File: src/verilog/fetch_macros.svh
`ifndef FETCH_MACROS_SVH
`define FETCH_MACROS_SVH

// byte address of the first fetch after reset.
`define FETCH_RESET_ADDR      32'h0000_0100

// instruction address space, in bits.
`define FETCH_ADDR_BITS       16

// log2 of the fetch buffer entries.
`define FETCH_BUF_DEPTH_BITS  2

// 1 lets ebreak halt fetch, 0 ignores it.
`define FETCH_ZICSR           1

`endif

File: src/verilog/fetch_pkg.sv
`include "fetch_macros.svh"

package fetch_pkg;

    // halfword address, byte bit 0 always zero.
    typedef logic [`FETCH_ADDR_BITS-1:1] pc_t;

    localparam pc_t PC_RESET = pc_t'(`FETCH_RESET_ADDR >> 1);
    localparam pc_t PC_STEP  = pc_t'(2);   // one 32-bit word.

    // fetch runs until an ebreak parks it.
    typedef enum logic
    {
        FETCH_RUN,
        FETCH_HALT
    } fetch_state_e;

    // source of a pc change, trap wins over branch.
    typedef enum logic [1:0]
    {
        REDIR_NONE,
        REDIR_BRANCH,
        REDIR_TRAP
    } redirect_e;

endpackage

File: src/verilog/fetch_addr_gen.sv
`timescale 1ns/1ps

`include "fetch_macros.svh"

module fetch_addr_gen
(
    input  wire             i_clk,
    input  wire             i_arst_n,
    input  wire             i_buf_has_room,
    input  wire             i_ack,
    input  wire             i_pc_select,
    input  fetch_pkg::pc_t  i_pc_target,
    input  wire             i_trap,
    input  fetch_pkg::pc_t  i_pc_trap,
    input  wire             i_ebreak,
    output fetch_pkg::pc_t  o_pc,
    output logic            o_req,
    output logic            o_flush
);
    import fetch_pkg::*;

    localparam bit HALT_ON_EBREAK = (`FETCH_ZICSR != 0);

    fetch_state_e state;
    redirect_e    cause;
    pc_t          pc;
    logic         fetch_en;
    logic         redirect;
    logic         fetch_done;
    logic         halt_req;

    // trap first, then branch.
    always_comb
    begin
        if (i_trap)
            cause = REDIR_TRAP;
        else if (i_pc_select)
            cause = REDIR_BRANCH;
        else
            cause = REDIR_NONE;
    end

    assign redirect   = (cause != REDIR_NONE);
    assign halt_req   = HALT_ON_EBREAK && i_ebreak;

    // no request while the pc is about to move.
    assign o_req      = fetch_en && (state == FETCH_RUN) && i_buf_has_room && !redirect;
    assign fetch_done = o_req && i_ack;

    assign o_pc    = pc;
    assign o_flush = redirect;

    // holds the bus quiet through reset.
    always_ff @(posedge i_clk or negedge i_arst_n)
    begin
        if (!i_arst_n)
            fetch_en <= 1'b0;
        else
            fetch_en <= 1'b1;
    end

    always_ff @(posedge i_clk or negedge i_arst_n)
    begin
        if (!i_arst_n)
        begin
            pc <= PC_RESET;
        end
        else
        begin
            case (cause)
                REDIR_TRAP:   pc <= i_pc_trap;
                REDIR_BRANCH: pc <= i_pc_target;
                default:
                begin
                    if (fetch_done)
                        pc <= pc + PC_STEP;   // next word.
                end
            endcase
        end
    end

    // a redirect always restarts fetch, even with ebreak in the same cycle.
    always_ff @(posedge i_clk or negedge i_arst_n)
    begin
        if (!i_arst_n)
            state <= FETCH_RUN;
        else if (redirect)
            state <= FETCH_RUN;
        else if (halt_req)
            state <= FETCH_HALT;
    end

endmodule

File: src/verilog/fetch_buf.sv
`timescale 1ns/1ps

`include "fetch_macros.svh"

module fetch_buf
#(
    parameter int DEPTH_BITS = `FETCH_BUF_DEPTH_BITS
)
(
    input  wire             i_clk,
    input  wire             i_arst_n,
    input  wire             i_flush,
    input  wire             i_stall,
    input  wire             i_push,
    input  wire [31:0]      i_data,
    input  fetch_pkg::pc_t  i_pc,
    output logic [31:0]     o_data,
    output fetch_pkg::pc_t  o_pc,
    output fetch_pkg::pc_t  o_pc_next,
    output logic            o_not_empty,
    output logic            o_not_full
);
    import fetch_pkg::*;

    localparam int                  DEPTH      = 1 << DEPTH_BITS;
    localparam logic [DEPTH_BITS:0] FULL_LEVEL = (DEPTH_BITS+1)'(DEPTH);

    logic [31:0]           data_mem [DEPTH];
    pc_t                   pc_mem   [DEPTH];
    logic [DEPTH_BITS-1:0] wr_ptr;
    logic [DEPTH_BITS-1:0] rd_ptr;
    logic [DEPTH_BITS:0]   count;
    logic [DEPTH_BITS:0]   level;
    logic                  do_push;
    logic                  do_pop;

    // a flush drops the pending word too.
    assign do_push = i_push && !i_flush;
    assign do_pop  = o_not_empty && !i_stall && !i_flush;

    // entries held plus the one waiting in the push register.
    assign level       = count + {{DEPTH_BITS{1'b0}}, i_push};
    assign o_not_full  = (level < FULL_LEVEL);
    assign o_not_empty = (count != '0);

    assign o_data    = data_mem[rd_ptr];
    assign o_pc      = pc_mem[rd_ptr];
    assign o_pc_next = pc_mem[rd_ptr] + PC_STEP;

    always_ff @(posedge i_clk)
    begin
        if (do_push)
        begin
            data_mem[wr_ptr] <= i_data;
            pc_mem[wr_ptr]   <= i_pc;
        end
    end

    always_ff @(posedge i_clk or negedge i_arst_n)
    begin
        if (!i_arst_n)
        begin
            wr_ptr <= '0;
            rd_ptr <= '0;
        end
        else if (i_flush)
        begin
            wr_ptr <= '0;
            rd_ptr <= '0;
        end
        else
        begin
            if (do_push)
                wr_ptr <= wr_ptr + 1'b1;   // wraps at depth.
            if (do_pop)
                rd_ptr <= rd_ptr + 1'b1;
        end
    end

    always_ff @(posedge i_clk or negedge i_arst_n)
    begin
        if (!i_arst_n)
        begin
            count <= '0;
        end
        else if (i_flush)
        begin
            count <= '0;
        end
        else
        begin
            case ({do_push, do_pop})
                2'b10:   count <= count + 1'b1;
                2'b01:   count <= count - 1'b1;
                default: count <= count;   // none, or push and pop together.
            endcase
        end
    end

endmodule

File: src/verilog/fetch_unit.sv
`timescale 1ns/1ps

module fetch_unit
(
    input  wire             i_clk,
    input  wire             i_arst_n,
    input  wire             i_stall,
    input  wire             i_pc_select,
    input  fetch_pkg::pc_t  i_pc_target,
    input  wire             i_trap,
    input  fetch_pkg::pc_t  i_pc_trap,
    input  wire             i_ebreak,
    input  wire             i_ack,
    input  wire [31:0]      i_instruction,
    output logic            o_cyc,
    output fetch_pkg::pc_t  o_addr,
    output logic            o_pc_change,
    output logic            o_ready,
    output logic [31:0]     o_instruction,
    output fetch_pkg::pc_t  o_pc,
    output fetch_pkg::pc_t  o_pc_next
);
    import fetch_pkg::*;

    pc_t         fetch_pc;
    logic        fetch_req;
    logic        flush;
    logic        buf_not_full;
    logic        buf_not_empty;
    logic        push_valid;
    logic [31:0] push_data;
    pc_t         push_pc;

    fetch_addr_gen u_addr_gen
    (
        .i_clk          (i_clk),
        .i_arst_n       (i_arst_n),
        .i_buf_has_room (buf_not_full),
        .i_ack          (i_ack),
        .i_pc_select    (i_pc_select),
        .i_pc_target    (i_pc_target),
        .i_trap         (i_trap),
        .i_pc_trap      (i_pc_trap),
        .i_ebreak       (i_ebreak),
        .o_pc           (fetch_pc),
        .o_req          (fetch_req),
        .o_flush        (flush)
    );

    // ack is taken one edge before the buffer write.
    always_ff @(posedge i_clk or negedge i_arst_n)
    begin
        if (!i_arst_n)
            push_valid <= 1'b0;
        else
            push_valid <= fetch_req && i_ack && !flush;   // late ack on flush is lost.
    end

    always_ff @(posedge i_clk)
    begin
        if (fetch_req && i_ack)
        begin
            push_data <= i_instruction;
            push_pc   <= fetch_pc;
        end
    end

    fetch_buf u_buf
    (
        .i_clk       (i_clk),
        .i_arst_n    (i_arst_n),
        .i_flush     (flush),
        .i_stall     (i_stall),
        .i_push      (push_valid),
        .i_data      (push_data),
        .i_pc        (push_pc),
        .o_data      (o_instruction),
        .o_pc        (o_pc),
        .o_pc_next   (o_pc_next),
        .o_not_empty (buf_not_empty),
        .o_not_full  (buf_not_full)
    );

    assign o_cyc       = fetch_req;
    assign o_addr      = fetch_pc;
    assign o_pc_change = flush;
    assign o_ready     = buf_not_empty;

endmodule

File: config.mk
export PLATFORM = sky130hd
export DESIGN_NAME = fetch_unit
export DESIGN_NICKNAME = d
export VERILOG_FILES = /design/src/verilog/fetch_pkg.sv /design/src/verilog/fetch_addr_gen.sv /design/src/verilog/fetch_buf.sv /design/src/verilog/fetch_unit.sv
export VERILOG_INCLUDE_DIRS = /design/src /design/src/verilog
export SDC_FILE = /design/constraint.sdc
export NUM_CORES = 1
export LEC_CHECK = 0
export BUFFER_PORTS_ARGS = -buffer_cell sky130_fd_sc_hd__buf_4
export CELL_PAD_IN_SITES_DETAIL_PLACEMENT = 1
export CELL_PAD_IN_SITES_GLOBAL_PLACEMENT = 1
export CORE_UTILIZATION = 26
export CTS_CLUSTER_SIZE = 8
export DETAILED_ROUTE_END_ITERATION = 8
export GPL_TIMING_DRIVEN = 1
export MAX_ROUTING_LAYER = met4
export PLACE_DENSITY_LB_ADDON = 0.1
export REMOVE_ABC_BUFFERS = 1
export SETUP_SLACK_MARGIN = 0.1
export SKIP_CTS_REPAIR_TIMING = 1
export SLEW_MARGIN = 10
export SYNTH_ARGS = -nofsm -noshare
export SYNTH_HDL_FRONTEND = slang
export SYNTH_SLANG_ARGS = --single-unit
File: constraint.sdc
create_clock -name i_clk -period 2.35 [get_ports i_clk]
set_input_delay 0.1175 -clock i_clk [delete_from_list [all_inputs] [get_ports i_clk]]
set_output_delay 0.1175 -clock i_clk [all_outputs]
set_load 0.05 [all_outputs]
==> Flow_metrics.wiki <==
{| class="wikitable"
! Metric !! Value
|-
| Run status || finished, violations left
|-
| Violated checks || hold timing, setup timing
|-
| Worst setup slack before clock tree synthesis || 0.0708 ns
|-
| Clock tree from TritonCTS || yes
|-
| I/O pin count || 149
|-
| Average instance area after synthesis || 20.2 um2
|-
| Top library cells by usage in the layout, fill and taps aside || 235 x edfxtp_1, 153 x buf_4, 50 x dlygate4sd3_1
|-
| Data required, critical path || 2.23 ns
|-
| Synthesized area || 9990 um2
|-
| H-tree depth || 2
|-
| Post-route setup slack || -0.285 ns
|-
| Hold WC Path Type || in -> reg
|-
| Detailed Place HPWL || 15.2 mm
|-
| Number of slew-limit violations in the final report || 0
|-
| Width of the die || 198 um
|-
| Clock tree buffer depth || 3
|-
| Gate Count Post-Synth || 495
|-
| Std-Cell Rows || 71
|-
| Maximum number of pins on one net before global-route repair || 48
|-
| Critical-path top delay cell || dfrtp_4
|-
| Most used flip-flop cell after synthesis || edfxtp_1
|-
| Max IR drop VDD || 0.367 mV
|-
| Final Hold Viols || 5
|-
| Clock sink count || 260
|-
| Share of synthesized registers carrying an async set or reset || 9.62%
|-
| Pwr Density || 762 nW/um2
|-
| Worst EP arrival || 2.52 ns
|-
| Setup CP Type || reg -> out
|-
| Max Cap Viol || 0
|-
| Flop and latch count out of synthesis || 260
|-
| Combined buffer and inverter count along the critical path || 2
|-
| IO buf count || 148
|-
| Number of clock buffers inserted by TritonCTS || 38
|-
| Critical Path Source Type || flip-flop
|-
| Share of layout cells above drive strength 1 || 40.6%
|-
| Floorplan Core Area || 37,800 um2
|-
| Hold slack || -0.0506 ns
|-
| Yosys Warn Count || 0
|-
| Area delta synth->final || 38.6%
|-
| Time the worst path needs with I/O delays and setup || 2.64 ns
|-
| Leakage power || 4.88 nW
|-
| Die area || 39,200 um2
|-
| Clk Tree Root Cell || clkbuf_16
|-
| Delay of the slowest cell on the worst path || 0.56 ns
|-
| Series of cell instances along the critical path || buf_12, mux4_2, and4_4, and3_4, nand3_4, xnor2_2, buf_6
|-
| Library cell with the largest summed area after synthesis || edfxtp_1
|-
| First-pass GRT wire length || 36.6 mm
|-
| # nets final || 826
|-
| Setup repair after global routing missed its margin || yes
|-
| Via count of the first global-routing pass || 5,990
|-
| Total routing usage reported by global routing || 13.0%
|-
| Total DRC errors in the routed layout || 0
|-
| Via-per-instance ratio || 4.34
|-
| Clock Skew || 0.0104 ns
|-
| Overall power || 10.6 mW
|-
| Ant diodes || 0
|-
| Final-report setup violation count || 10
|-
| Detailed Route WL || 24.9 mm
|-
| Tightest slew margin relative to the limit || 51.3%
|-
| Total iterations of the first detailed-routing run || 4
|-
| Fraction of the yosys area taken by sequential cells || 76.9%
|-
| Transition time at the pin with the least slew margin || 0.728 ns
|-
| Highest clock rate || 379 MHz
|-
| Cell family contributing the most delay on the critical path || flip-flops
|-
| Floorplan die height || 198 um
|-
| Detailed-route via count || 5,536
|-
| Post-synth EDFFs || 235
|-
| CTS clock-pin slew for the worst setup and hold paths || 0.05 ns
|-
| Average wire per standard cell || 19.5 um
|-
| Share of the synthesized area in the top cell type || 70.6%
|-
| Crit path capture type || output pin
|-
| Number of distinct library cell variants in the gate-level netlist after synthesis || 49
|-
| Largest cells by area after synthesis || edfxtp_1 71%, mux4_2 9.9%, dfrtp_1 6.0%, xnor2_1 1.3%, mux4_1 0.79%
|-
| Most common library cell in the layout ignoring fill and taps || edfxtp_1
|-
| Overflow left after global routing || 0
|-
| Initial core utilization || 26.5%
|-
| Peak fanout along the critical path || 8
|-
| Antenna violation net count after detailed routing || 0
|-
| DRT iter0 DRCs || 217
|-
| Final worst path period share || 112%
|-
| RD Place Congestion || 0.736
|-
| Initial antenna violation count || 0
|-
| Worst-Skew Late Latency || 0.50 ns
|}
-- report_power, final --
part | internal (mW) | switching, mW | leakage (nW)
combinational | 0.262 | 0.300 | 1.93
clock | 3.02 | 1.83 | 0.508
sequential | 5.08 | 0.0678 | 2.44
-- state kept, by name, indices dropped and copies added, names as in the netlist --
register / cells
u_buf.data_mem: 128
u_buf.pc_mem: 60
push_data: 32
push_pc: 15
u_addr_gen.o_pc: 15
u_buf.count: 3
u_buf.rd_ptr: 2
u_buf.wr_ptr: 2
push_valid: 1
u_addr_gen.fetch_en: 1
u_addr_gen.state: 1
-- layer usage --
layer	GRT usage, %	part of all wire (%)	vias up
met3	3.13	5.2	36
met1	15.9	43	2841
met5	-	0	-
met2	21.4	50	158
met4	3.59	1.6	0
li1	-	-	2501
-- synth_stat cells (2+ instances only) --
| cell | n |
|---|---|
| nor3_1 | 2 |
| nand4_2 | 2 |
| dfrtp_1 | 24 |
| nand2_1 | 21 |
| ha_1 | 6 |
| a22o_1 | 3 |
| a22oi_1 | 9 |
| o22a_1 | 2 |
| nor2b_1 | 2 |
| xnor2_1 | 15 |
| buf_6 | 3 |
| inv_1 | 12 |
| mux4_2 | 44 |
| mux4_1 | 3 |
| o21ai_0 | 4 |
| a21oi_1 | 8 |
| o22ai_1 | 2 |
| clkbuf_1 | 7 |
| buf_4 | 2 |
| xor2_1 | 6 |
| a31o_2 | 2 |
| and3_4 | 2 |
| nor2_1 | 16 |
| buf_2 | 6 |
| and3_1 | 8 |
| nand3_1 | 10 |
| o21ai_1 | 3 |
| edfxtp_1 | 235 |
| inv_2 | 2 |
| mux2i_1 | 3 |
| and2_1 | 3 |
| a2bb2oi_1 | 8 |
| a31oi_1 | 4 |
-- worst reg2reg max path: stages (launching register included) --
cell	delay [ns]
dfrtp_1	0.45
a31o_2	0.29
a2111oi_4	0.33
nand2_2	0.11
inv_2	0.34
nand2_1	0.17
o21ai_1	0.17
a2bb2oi_1	0.08
-- stage by stage --
stage               setup TNS [ns]  instances  area, um2  util (%)
detailed placement               0       1159      11900      31.6
floorplan                   -57.32        475       9870         -
global placement                 0       1159      11900      31.6
CTS                          -5.55       1213      13000      34.4
finish                       -2.25       1275      13800      36.7
global route                 -3.19       1275      13800      36.7
-- logic make-up after synthesis --
group,share of synthesized area [%]
AO/OA/AOI/OAI,3.73
buffers and inverters,1.77
multiplexers,11.0
AND/OR/NAND/NOR,3.76
XOR/XNOR,1.84
other,0.0375
flip-flops,76.9
adder cells (fa/ha/maj),0.952
-- path summary, 6_finish.rpt --
kind / startpoint / to / slack, ns / depth (start not counted)
min in group asynchronous: i_arst_n / u_addr_gen.o_pc[14] / 0.08 / 2
worst min-delay path: i_pc_target[7] / u_addr_gen.o_pc[7] / -0.05 / 3
worst max-delay path: u_buf.rd_ptr[0] / o_pc_next[13] / -0.29 / 7
worst max register to register: u_buf.count[0] / u_addr_gen.o_pc[12] / 0.28 / 7
worst min register to register: push_data[24] / u_buf.data_mem[3][24] / 0.49 / 0
max in group asynchronous: i_arst_n / u_buf.rd_ptr[0] / 1.95 / 2
-- layout make-up --
| class | count | area, um2 |
|---|---|---|
| clock inverters | 1 | 8.76 |
| well taps | 511 | 639 |
| flip-flops and latches | 260 | 7690 |
| clock buffers | 53 | 1040 |
| multi-input cells | 201 | 2270 |
| fillers | 3757 | 23900 |
| inverters | 14 | 52.6 |
| repair buffers | 235 | 2150 |
Power figures use the tool's default switching activity.
